### config.mk
export PLATFORM = sky130hd
export DESIGN_NAME = ilk_mgmt_top
export DESIGN_NICKNAME = d
export VERILOG_FILES = /design/src/hw/ilk_mgmt_pkg.sv /design/src/hw/ilk_mgmt_decode.sv /design/src/hw/ilk_lane_regs.sv /design/src/hw/ilk_mgmt_readback.sv /design/src/hw/ilk_mgmt_top.sv
export SDC_FILE = /design/constraint.sdc
export NUM_CORES = 1
export LEC_CHECK = 0
export CELL_PAD_IN_SITES_DETAIL_PLACEMENT = 1
export CELL_PAD_IN_SITES_GLOBAL_PLACEMENT = 2
export CORE_UTILIZATION = 36
export CTS_CLUSTER_DIAMETER = 80
export CTS_CLUSTER_SIZE = 8
export DETAILED_ROUTE_END_ITERATION = 16
export DONT_BUFFER_PORTS = 1
export PLACE_DENSITY = 0.77
export SLEW_MARGIN = 20
export SYNTH_ARGS = -nofsm -noshare
export SYNTH_HDL_FRONTEND = slang
export SYNTH_SLANG_ARGS = --single-unit
### constraint.sdc
create_clock -name mgmt_clk -period 1.9 [get_ports mgmt_clk]
set_clock_uncertainty 0.05 [all_clocks]
set_input_delay 0.095 -clock mgmt_clk [delete_from_list [all_inputs] [get_ports mgmt_clk]]
set_output_delay 0.095 -clock mgmt_clk [all_outputs]
set_load 0.1 [all_outputs]
### src/hw/ilk_mgmt_pkg.sv
/*
 * Interlaken RX PCS management package
 * lane count, register map, status bit layout and shared vector types
 */
package ilk_mgmt_pkg;

   // ####################
   // lane geometry
   localparam int num_lanes  = 4;
   localparam int lane_sel_w = $clog2(num_lanes) + 1;  // one spare bit, out-of-range values exist
   localparam int sync_depth = 2;                      // flops per status synchronizer
   localparam int status_w   = 6;

   // ####################
   // plain vector types
   typedef logic [7:0]            mgmt_addr_t;    // word address
   typedef logic [31:0]           mgmt_data_t;
   typedef logic [num_lanes-1:0]  lane_vec_t;     // one bit per lane
   typedef logic [lane_sel_w-1:0] lane_sel_t;
   typedef logic [status_w-1:0]   lane_status_t;

   // read wait-state generator
   typedef enum logic {
      rd_idle,
      rd_wait
   } rd_state_t;

   // ####################
   // PCS register map, word addresses
   localparam mgmt_addr_t addr_lane_sel = 8'h80;  // indirect lane select
   localparam mgmt_addr_t addr_live     = 8'h81;  // synchronized status
   localparam mgmt_addr_t addr_sticky   = 8'h82;  // latched errors, write ones to clear

   // below 0x80 is the PMA space, reads as zero here
   localparam int pcs_space_bit = 7;

   // status word layout
   localparam int bit_align_val      = 0;
   localparam int bit_frame_lock     = 1;
   localparam int bit_framing_err    = 2;
   localparam int bit_crc32_err      = 3;
   localparam int bit_scram_mismatch = 4;
   localparam int bit_missing_sync   = 5;

   // error bits only, the two lock bits never latch
   localparam lane_status_t err_mask = lane_status_t'(
      (1 << bit_framing_err) |
      (1 << bit_crc32_err) |
      (1 << bit_scram_mismatch) |
      (1 << bit_missing_sync));

endpackage

### src/hw/ilk_mgmt_decode.sv
/*
 * Management bus decoder
 * holds the indirect lane select and steers writes to one lane
 */
`timescale 1ns/1ps

module ilk_mgmt_decode
   import ilk_mgmt_pkg::*;
(
   input  logic       mgmt_clk,
   input  logic       rst,
   input  mgmt_addr_t mgmt_address,
   input  logic       mgmt_write,
   input  mgmt_data_t mgmt_datain,
   output lane_vec_t  lane_en,
   output lane_vec_t  sticky_clr_we
);

   lane_sel_t lane_sel;
   logic      sel_we;
   logic      clr_hit;

   // ####################
   // address match
   assign sel_we  = mgmt_write && (mgmt_address == addr_lane_sel);
   assign clr_hit = mgmt_write && (mgmt_address == addr_sticky);

   // ####################
   // indirect lane select register
   always_ff @(posedge mgmt_clk) begin
      if (rst) begin
         lane_sel <= '0;
      end else if (sel_we) begin
         lane_sel <= mgmt_datain[lane_sel_w-1:0];  // upper data bits ignored
      end
   end

   // one-hot decode
   // a value past the last lane selects nothing at all
   always_comb begin
      lane_en = '0;
      for (int i = 0; i < num_lanes; i++) begin
         if (lane_sel == lane_sel_t'(i)) begin
            lane_en[i] = 1'b1;
         end
      end
   end

   // clear strobe reaches the selected lane only
   assign sticky_clr_we = clr_hit ? lane_en : '0;

   // ####################
   // checks
   // no two lane slaves may drive the readback at once
   lane_en_onehot : assert property (
      @(posedge mgmt_clk) disable iff (rst)
      $onehot0(lane_en)
   ) else $error("lane_en has more than one lane selected");

endmodule

### src/hw/ilk_lane_regs.sv
/*
 * Per-lane management registers
 * status synchronizers, sticky error flags and the lane read mux
 */
`timescale 1ns/1ps

module ilk_lane_regs
   import ilk_mgmt_pkg::*;
(
   input  logic         mgmt_clk,
   input  logic         rst,
   input  lane_status_t status_raw,     // asynchronous, from the lane clock domain
   input  mgmt_addr_t   mgmt_address,
   input  logic         sticky_clr_we,
   input  mgmt_data_t   mgmt_datain,
   output mgmt_data_t   lane_rdata
);

   lane_status_t sync_q [sync_depth];  // stage 0 takes the raw input
   lane_status_t live;
   lane_status_t sticky;
   lane_status_t clr_mask;
   lane_status_t err_seen;

   // ####################
   // two-flop synchronizer, all six bits in parallel
   always_ff @(posedge mgmt_clk) begin
      if (rst) begin
         for (int i = 0; i < sync_depth; i++) begin
            sync_q[i] <= '0;
         end
      end else begin
         sync_q[0] <= status_raw;
         for (int i = 1; i < sync_depth; i++) begin
            sync_q[i] <= sync_q[i-1];
         end
      end
   end

   assign live = sync_q[sync_depth-1];

   // ####################
   // sticky error flags

   // lock bits are masked off both ways
   assign err_seen = live & err_mask;
   assign clr_mask = sticky_clr_we ? (mgmt_datain[status_w-1:0] & err_mask) : '0;

   // a live error beats a clear in the same cycle
   always_ff @(posedge mgmt_clk) begin
      if (rst) begin
         sticky <= '0;
      end else begin
         sticky <= (sticky & ~clr_mask) | err_seen;
      end
   end

   // ####################
   // register read mux
   // the readback block gates this word with the lane select
   always_comb begin
      case (mgmt_address)
         addr_live:   lane_rdata = mgmt_data_t'(live);
         addr_sticky: lane_rdata = mgmt_data_t'(sticky);
         default:     lane_rdata = '0;  // lane select and unmapped words
      endcase
   end

   // ####################
   // checks
   sticky_err_only : assert property (
      @(posedge mgmt_clk) disable iff (rst)
      (sticky & ~err_mask) == '0
   ) else $error("sticky flag set outside the error bits");

endmodule

### src/hw/ilk_mgmt_readback.sv
/*
 * Management readback and wait-state generator
 * merges the selected lane word and holds off each read by one cycle
 */
`timescale 1ns/1ps

module ilk_mgmt_readback
   import ilk_mgmt_pkg::*;
(
   input  logic       mgmt_clk,
   input  logic       rst,
   input  mgmt_addr_t mgmt_address,
   input  logic       mgmt_read,
   input  lane_vec_t  lane_en,
   input  mgmt_data_t lane_rdata [num_lanes],
   output mgmt_data_t mgmt_dataout,
   output logic       mgmt_waitrequest
);

   rd_state_t  rd_state;
   mgmt_data_t pcs_rdata;
   mgmt_data_t rd_data;

   // ####################
   // gated OR over the lanes
   // at most one lane is enabled, so the OR is a plain mux
   always_comb begin
      pcs_rdata = '0;
      for (int i = 0; i < num_lanes; i++) begin
         if (lane_en[i]) begin
            pcs_rdata = pcs_rdata | lane_rdata[i];
         end
      end
   end

   // PMA space is gone, it reads as zero
   assign rd_data = mgmt_address[pcs_space_bit] ? pcs_rdata : '0;

   // ####################
   // read wait state
   // first read cycle stalls while the data is registered,
   // second cycle returns it
   always_ff @(posedge mgmt_clk) begin
      if (rst) begin
         rd_state     <= rd_idle;
         mgmt_dataout <= '0;
      end else begin
         case (rd_state)
            rd_idle: begin
               if (mgmt_read) begin
                  rd_state     <= rd_wait;
                  mgmt_dataout <= rd_data;  // address is held by the master
               end
            end
            rd_wait: begin
               rd_state <= rd_idle;  // read completes on this edge
            end
            default: begin
               rd_state <= rd_idle;
            end
         endcase
      end
   end

   // writes never stall
   assign mgmt_waitrequest = mgmt_read && (rd_state == rd_idle);

   // ####################
   // checks
   one_wait_cycle : assert property (
      @(posedge mgmt_clk) disable iff (rst)
      mgmt_waitrequest |=> !mgmt_waitrequest
   ) else $error("waitrequest held for two cycles");

endmodule

### src/hw/ilk_mgmt_top.sv
/*
 * Interlaken RX PCS management top level
 * bus decoder, one register block per lane and the readback path
 */
`timescale 1ns/1ps

module ilk_mgmt_top
   import ilk_mgmt_pkg::*;
(
   input  logic       mgmt_clk,
   input  logic       rst,
   input  mgmt_addr_t mgmt_address,
   input  logic       mgmt_write,
   input  logic       mgmt_read,
   input  mgmt_data_t mgmt_datain,
   output mgmt_data_t mgmt_dataout,
   output logic       mgmt_waitrequest,
   // lane status, asynchronous
   input  lane_vec_t  rx_align_val,
   input  lane_vec_t  rx_frame_lock,
   input  lane_vec_t  rx_framing_error,
   input  lane_vec_t  rx_crc32err,
   input  lane_vec_t  rx_scrambler_mismatch,
   input  lane_vec_t  rx_missing_sync
);

   lane_vec_t  lane_en;
   lane_vec_t  sticky_clr_we;
   mgmt_data_t lane_rdata [num_lanes];

   ilk_mgmt_decode i_decode (
      .mgmt_clk      (mgmt_clk),
      .rst           (rst),
      .mgmt_address  (mgmt_address),
      .mgmt_write    (mgmt_write),
      .mgmt_datain   (mgmt_datain),
      .lane_en       (lane_en),
      .sticky_clr_we (sticky_clr_we)
   );

   // ####################
   // lane register blocks
   for (genvar g = 0; g < num_lanes; g++) begin : g_lane
      lane_status_t status_raw;

      // regroup the per-signal vectors into one status word per lane
      assign status_raw[bit_align_val]      = rx_align_val[g];
      assign status_raw[bit_frame_lock]     = rx_frame_lock[g];
      assign status_raw[bit_framing_err]    = rx_framing_error[g];
      assign status_raw[bit_crc32_err]      = rx_crc32err[g];
      assign status_raw[bit_scram_mismatch] = rx_scrambler_mismatch[g];
      assign status_raw[bit_missing_sync]   = rx_missing_sync[g];

      ilk_lane_regs i_lane_regs (
         .mgmt_clk      (mgmt_clk),
         .rst           (rst),
         .status_raw    (status_raw),
         .mgmt_address  (mgmt_address),
         .sticky_clr_we (sticky_clr_we[g]),
         .mgmt_datain   (mgmt_datain),
         .lane_rdata    (lane_rdata[g])
      );
   end

   ilk_mgmt_readback i_readback (
      .mgmt_clk         (mgmt_clk),
      .rst              (rst),
      .mgmt_address     (mgmt_address),
      .mgmt_read        (mgmt_read),
      .lane_en          (lane_en),
      .lane_rdata       (lane_rdata),
      .mgmt_dataout     (mgmt_dataout),
      .mgmt_waitrequest (mgmt_waitrequest)
   );

endmodule

# Word level (Yosys, flattened, before mapping)
# Memory sizes are Yosys's and may differ from the RTL's.
# Cells that the tools add are included.
[op_classes]
n_eq_ne = 6
mux = 31
n_bitwise = 24
reduce_logical = 5
[ops]
columns = ["operator", "count"]
rows = [
  ["$mux 32", 4],
  ["$or 32x6->32", 3],
  ["$mux 6", 13],
  ["$pmux 6 s2", 4],
  ["$and 6x6->6", 4],
  ["$eq 8x8->1 const B", 3],
  ["$not 6->6", 4],
  ["$or 6x6->6", 4],
  ["$mux 1", 8],
  ["$or 1x1->1", 8],
  ["$eq 3x2->1 const B", 2],
  ["$mux 4", 1],
  ["$eq 3x1->1 const B", 1],
  ["$logic_and 1x1->1", 3],
  ["$logic_not 3->1", 1],
  ["$pmux 1 s2", 1],
  ["$reduce_and 2->1", 1],
  ["$not 1->1", 1],
]
[word_totals]
ram_bits = 48
out_inout_bits = 33
reg_bits = 60
mem_count = 4
elab_cells = 77
input_bits = 68
[memory_table]
columns = ["name", "words", "width", "rd", "rd_ports_with_merged_regs", "wr", "line_no", "rtl"]
rows = [
  ["g_lane[0].i_lane_regs.sync_q", 2, 6, 2, 0, 2, "ilk_lane_regs.sv:19", "lane_status_t sync_q [sync_depth];"],
  ["g_lane[1].i_lane_regs.sync_q", 2, 6, 2, 0, 2, "ilk_lane_regs.sv:19", ""],
  ["g_lane[2].i_lane_regs.sync_q", 2, 6, 2, 0, 2, "ilk_lane_regs.sv:19", ""],
  ["g_lane[3].i_lane_regs.sync_q", 2, 6, 2, 0, 2, "ilk_lane_regs.sv:19", ""],
]

# Longest topological paths before layout
[depth]
ltp_word = 10
ltp_mapped = 7
depth_no_buf = 5

# Cells and area by module
# From an unflattened synthesis, not the netlist that was laid out.
[hier_totals]
hier_cells = 504
area_unflattened_um2 = 5380.2
[modules_own_cells]
columns = ["module", "cells_per_inst", "area_per_inst_um2", "instances"]
rows = [
  ["ilk_lane_regs", 82, 818.3, 4],
  ["ilk_mgmt_readback", 151, 1874.3, 1],
  ["ilk_mgmt_decode", 25, 232.7, 1],
]

# Worst setup path before layout
# OpenSTA, ideal clock, no wires.
[synth_path]
path_kind = "register -> register"
startpoint = "reg i_readback.rd_state"
endpoint = "reg i_readback.mgmt_dataout[2]"
setup_ns = 0.124
slack_ns = 0.298
path_stages_with_launch = 6
required_time_ns = 1.726
arrival_ns = 1.428
synth_period_minus_slack_ns = 1.602
cell_sequence = "dfxtp_1 nand2b_1 inv_1 nor2_1 nand2_1 o21ai_0"
[synth_between]
elab_chain_len = 2
[synth_lines]
columns = ["element", "line_no", "rtl"]
rows = [
  ["start: declaration", "ilk_mgmt_readback.sv:20", "rd_state_t rd_state;"],
  ["start signal: assignment", "ilk_mgmt_readback.sv:45", "rd_state <= rd_idle;"],
  ["start signal: assignment", "ilk_mgmt_readback.sv:51", "rd_state <= rd_wait;"],
  ["start signal: assignment", "ilk_mgmt_readback.sv:56", "rd_state <= rd_idle;"],
  ["$not 1->1", "--", ""],
  ["$reduce_and 2->1 (no source line)", "--", ""],
  ["end signal: assignment", "ilk_mgmt_readback.sv:52", "mgmt_dataout <= rd_data;"],
  ["end: declaration", "ilk_mgmt_readback.sv:16", "output mgmt_data_t mgmt_dataout,"],
]
# Every way passes these cells.
# A chain may end at the register's enable or synchronous reset.

# Final worst setup path
[layout_path]
startpoint = "reg i_decode.lane_sel[0]"
endpoint = "reg i_readback.mgmt_dataout[4]"
[layout_between]
elab_chain_len = 10
word_cells_on_any_way = 16
[layout_lines]
columns = ["element", "line_no", "rtl"]
rows = [
  ["start: declaration", "ilk_mgmt_decode.sv:19", "lane_sel_t lane_sel;"],
  ["start signal: assignment", "ilk_mgmt_decode.sv:34", "lane_sel <= mgmt_datain[lane_sel_w-1:0];"],
  ["$logic_not 3->1", "ilk_mgmt_decode.sv:43", "if (lane_sel == lane_sel_t'(i)) begin"],
  ["$mux 1", "ilk_mgmt_decode.sv:43", ""],
  ["$mux 6", "ilk_mgmt_readback.sv:30", "if (lane_en[i]) begin"],
  ["$or 32x6->32", "ilk_mgmt_readback.sv:31", "pcs_rdata = pcs_rdata | lane_rdata[i];"],
  ["$mux 32", "ilk_mgmt_readback.sv:30", ""],
  ["$or 32x6->32", "ilk_mgmt_readback.sv:31", ""],
  ["$mux 32", "ilk_mgmt_readback.sv:30", ""],
  ["$or 32x6->32", "ilk_mgmt_readback.sv:31", ""],
  ["$mux 32 *", "ilk_mgmt_readback.sv:30", ""],
  ["$mux 32 *", "ilk_mgmt_readback.sv:37", "assign rd_data = mgmt_address[pcs_space_bit] ? pcs_rdata : '0;"],
]
# Mark *: on every way between the ends. The rest lies on a longest branch, timed or not.

==> summary.md <==
| Metric | Value |
|---|---|
| Most frequent cells in the layout | 74 x dfxtp_1, 51 x nor2b_1, 28 x dlygate4sd3_1, 26 x conb_1, 18 x a21oi_1 |
| Status | completed |
| Dpl cells | 384 |
| Largest net degree at the start of global routing | 72 |
| Initial Utilization | 0.378 |
| Fin area | 3380 sq um |
| CP startpoint | i_decode.lane_sel[0] |
| Initial DRC count | 78 |
| CP startpoint kind | register |
| Routed vias/inst | 4.52 |
| Final worst-path cycle share | 0.862 |
| Most common cell after layout, fill and taps aside | dfxtp_1 |
| Yosys cell types | 26 |
| Final core utilization | 0.458 |
| Final #Nets | 393 |
| CTS clk-pin slew, worst paths | 80 ps |
| RSZ-0062 raised after global routing | false |
| Gr ovfl total | 0 |
| Power Density | 1000 nW/um^2 |
| Post-DP Area | 2850 sq um |
| Mapped Cells | 286 |
| Worst r2r src | i_decode.lane_sel[0] |
| # setup viols final | 0 |
| CP max FO | 6 |
| Sequential area share after synthesis | 0.532 |
| Die H | 89.9 microns |
| Synthesized cell area | 2780 sq um |
| Post-Route Setup TNS | 0 ps |
| Routed length per instance | 13.3 microns |
| Sink Count | 74 |
| Number of synthesized register bits | 74 |
| Residual DRC count | 0 |
| Most used DFF post-synth | dfxtp_1 |
| H-tree depth | 3 |
| Max-cap violation count | 0 |
| Fin. max-slew vios | 0 |
| RR Endpoint | i_readback.mgmt_dataout[4] |
| CP peak stage delay | 560 ps |
| Slowest cell on the critical path | or4_1 |
| Core Rows | 31 |
| Number of global-route vias before repair | 1997 |
| Final Hold Fails | 0 |
| Switching part of the total power | 0.272 |
| I/O Pins | 101 |
| Drt pass-1 iters | 4 |
| Antenna violations before repair | 0 |
| Int Pwr | 2.46 mW |
| Power share of the clock group | 0.393 |
| Die width | 89.9 microns |
| Leak | 1.33 nW |
| Final critical-path required period | 1640 ps |
| PnR worst setup slack | 262 ps |
| Vias | 1940 |
| FF-to-FF setup slack | 260 ps |
| TritonCTS Buffers | 9 |
| Worst Hold Class | in -> reg |
| Detail Placement HPWL | 3720 microns |
| Synth Area per Inst | 9.73 sq um |
| Setup crit end kind | register |
| Pre-CTS WS | 253 ps |
| Ys async rst share | 0 |
| Root Driver | clkbuf_8 |
| Fillers | 833 |
| IO Port Bufs | 0 |
| GR Util All Layers | 0.156 |
| Clk Latency, worst-skew pair | 350 ps |
| Ys Warns | 0 |
| Post-synth EDFFs | 0 |
| Post-Route WL | 5720 microns |
| Critical path endpoint | i_readback.mgmt_dataout[4] |
| Worst EP arrival | 1870 ps |
| Finished Layout Cells | 429 |
| Cells on worst reg2reg path | 5 |
| Worst Path Class, Setup | reg -> reg |
| Critical path required time | 2130 ps |
| First-pass GRT wire length | 9700 microns |
| Fmax achieved | 610 MHz |
| Worst-path cell chain | buf_4, nand2_1, a221oi_1, or4_1, o21ai_0 |
| Die ar. | 8090 sq um |
| Comb power frac | 0.121 |
| WHS | 26.5 ps |
| Antenna Nets Post-Route | 0 |
| Core box area | 7370 sq um |
| Sequential share of power | 0.486 |
| Pwr Total | 3.38 mW |
| Area delta synth->final | 21.3% |
| CTS max path bufs | 2 |
| CTS tree | built |
| # diodes | 0 |
| Ratio of cells with drive above 1 in the final layout | 0.115 |
| VDD IR max | 0.602 mV |
| Post-cts gate resize count | 0 |
| Sw power | 918 uW |
| Routability congestion estimate from global placement | 0.778 |
==> Yosys cell counts (2+ instances only) <==
library cell  count  share of area
a21oi_1          18          0.032
a221oi_1         16          0.050
buf_2             6          0.011
buf_4            26          0.070
clkbuf_1          8          0.011
dfxtp_1          74           0.53
inv_1            17          0.023
mux2i_1           3          0.011
mux4_2            2          0.016
nand2_1          15          0.020
nand2b_1          4         0.0090
nand3b_1          2         0.0054
nand4_1           2         0.0045
nor2_1           12          0.016
nor2b_1          51           0.11
nor4_4            2          0.015
o21ai_0          15          0.027
o21ai_1           5         0.0090
==> flip-flops by register name (all words and copies together) (netlist names) <==
register                   cells
g_lane.i_lane_regs.sticky     16
g_lane.i_lane_regs.sync_q     48
i_decode.lane_sel              3
i_readback.mgmt_dataout        6
i_readback.rd_state            1
==> critical path, delay by kind of cell, from the launching register on <==
family / cells / cell delay, ps
AND/OR/NAND/NOR: 2 / 720
flip-flops: 1 / 370
AO/OA/AOI/OAI: 2 / 240
buffers and inverters: 1 / 190
==> cell families (layout without fill, tap and decap cells) <==
| group | count (synthesis) | after routing | synth area share |
|---|---|---|---|
| flops | 74 | 74 | 0.532 |
| simple gates | 95 | 95 | 0.206 |
| buf+inv | 57 | 76 | 0.115 |
| compound gates | 54 | 54 | 0.119 |
| mux | 5 | 5 | 0.0270 |
| other cells | 1 | 26 | 0.00135 |
==> power groups by stage <==
stage,registers [mW],clock network [mW],logic (mW)
2_1_floorplan,1.67,0,0.377
3_3_place_gp,1.67,0,0.333
5_1_grt,1.65,1.44,0.434
6_report,1.64,1.33,0.408
3_5_place_dp,1.68,0,0.336
4_1_cts,1.64,1.37,0.408
==> layout make-up <==
| class | instances | area (sq um) | share of cell area |
|---|---|---|---|
| clock inverter | 6 | 90.1 | 0.0267 |
| sequential | 74 | 1480 | 0.439 |
| inverter | 17 | 63.8 | 0.0189 |
| clock buffer | 10 | 128 | 0.0378 |
| tap | 99 | 124 | 0.0367 |
| multi-input combinational | 180 | 1080 | 0.319 |
| timing repair buffer | 43 | 413 | 0.122 |
==> layer usage <==
layer  track usage  share of wire  wire length, microns  vias to the layer above
met3        0.0533          0.050                   285                        9
met5             0              0                     0                        -
met1         0.185           0.45                  2600                      907
met4        0.0766          0.019                   108                        0
li1              -              -                     -                      973
met2         0.254           0.48                  2730                       51
==> repair_timing <==
item / in CTS / in global routing
hold buffers: 29 / 0
setup buffers: 0 / 0
hold endpoints to repair: 74 / 0
==> worst min-delay path by stage <==
stage	from	end	slack, ps	cells after the start
2_1_floorplan	rx_align_val[0]	g_lane[0].i_lane_regs.sync_q[0][0]	170	1
3_3_place_gp	rst	g_lane[2].i_lane_regs.sticky[3]	120	1
3_5_place_dp	rst	g_lane[3].i_lane_regs.sticky[2]	120	1
4_1_cts	mgmt_datain[2]	g_lane[1].i_lane_regs.sticky[2]	10	3
5_1_grt	mgmt_address[2]	i_readback.mgmt_dataout[1]	30	4
6_report	mgmt_datain[2]	g_lane[1].i_lane_regs.sticky[2]	30	3
(Power assumes the default switching activity.)
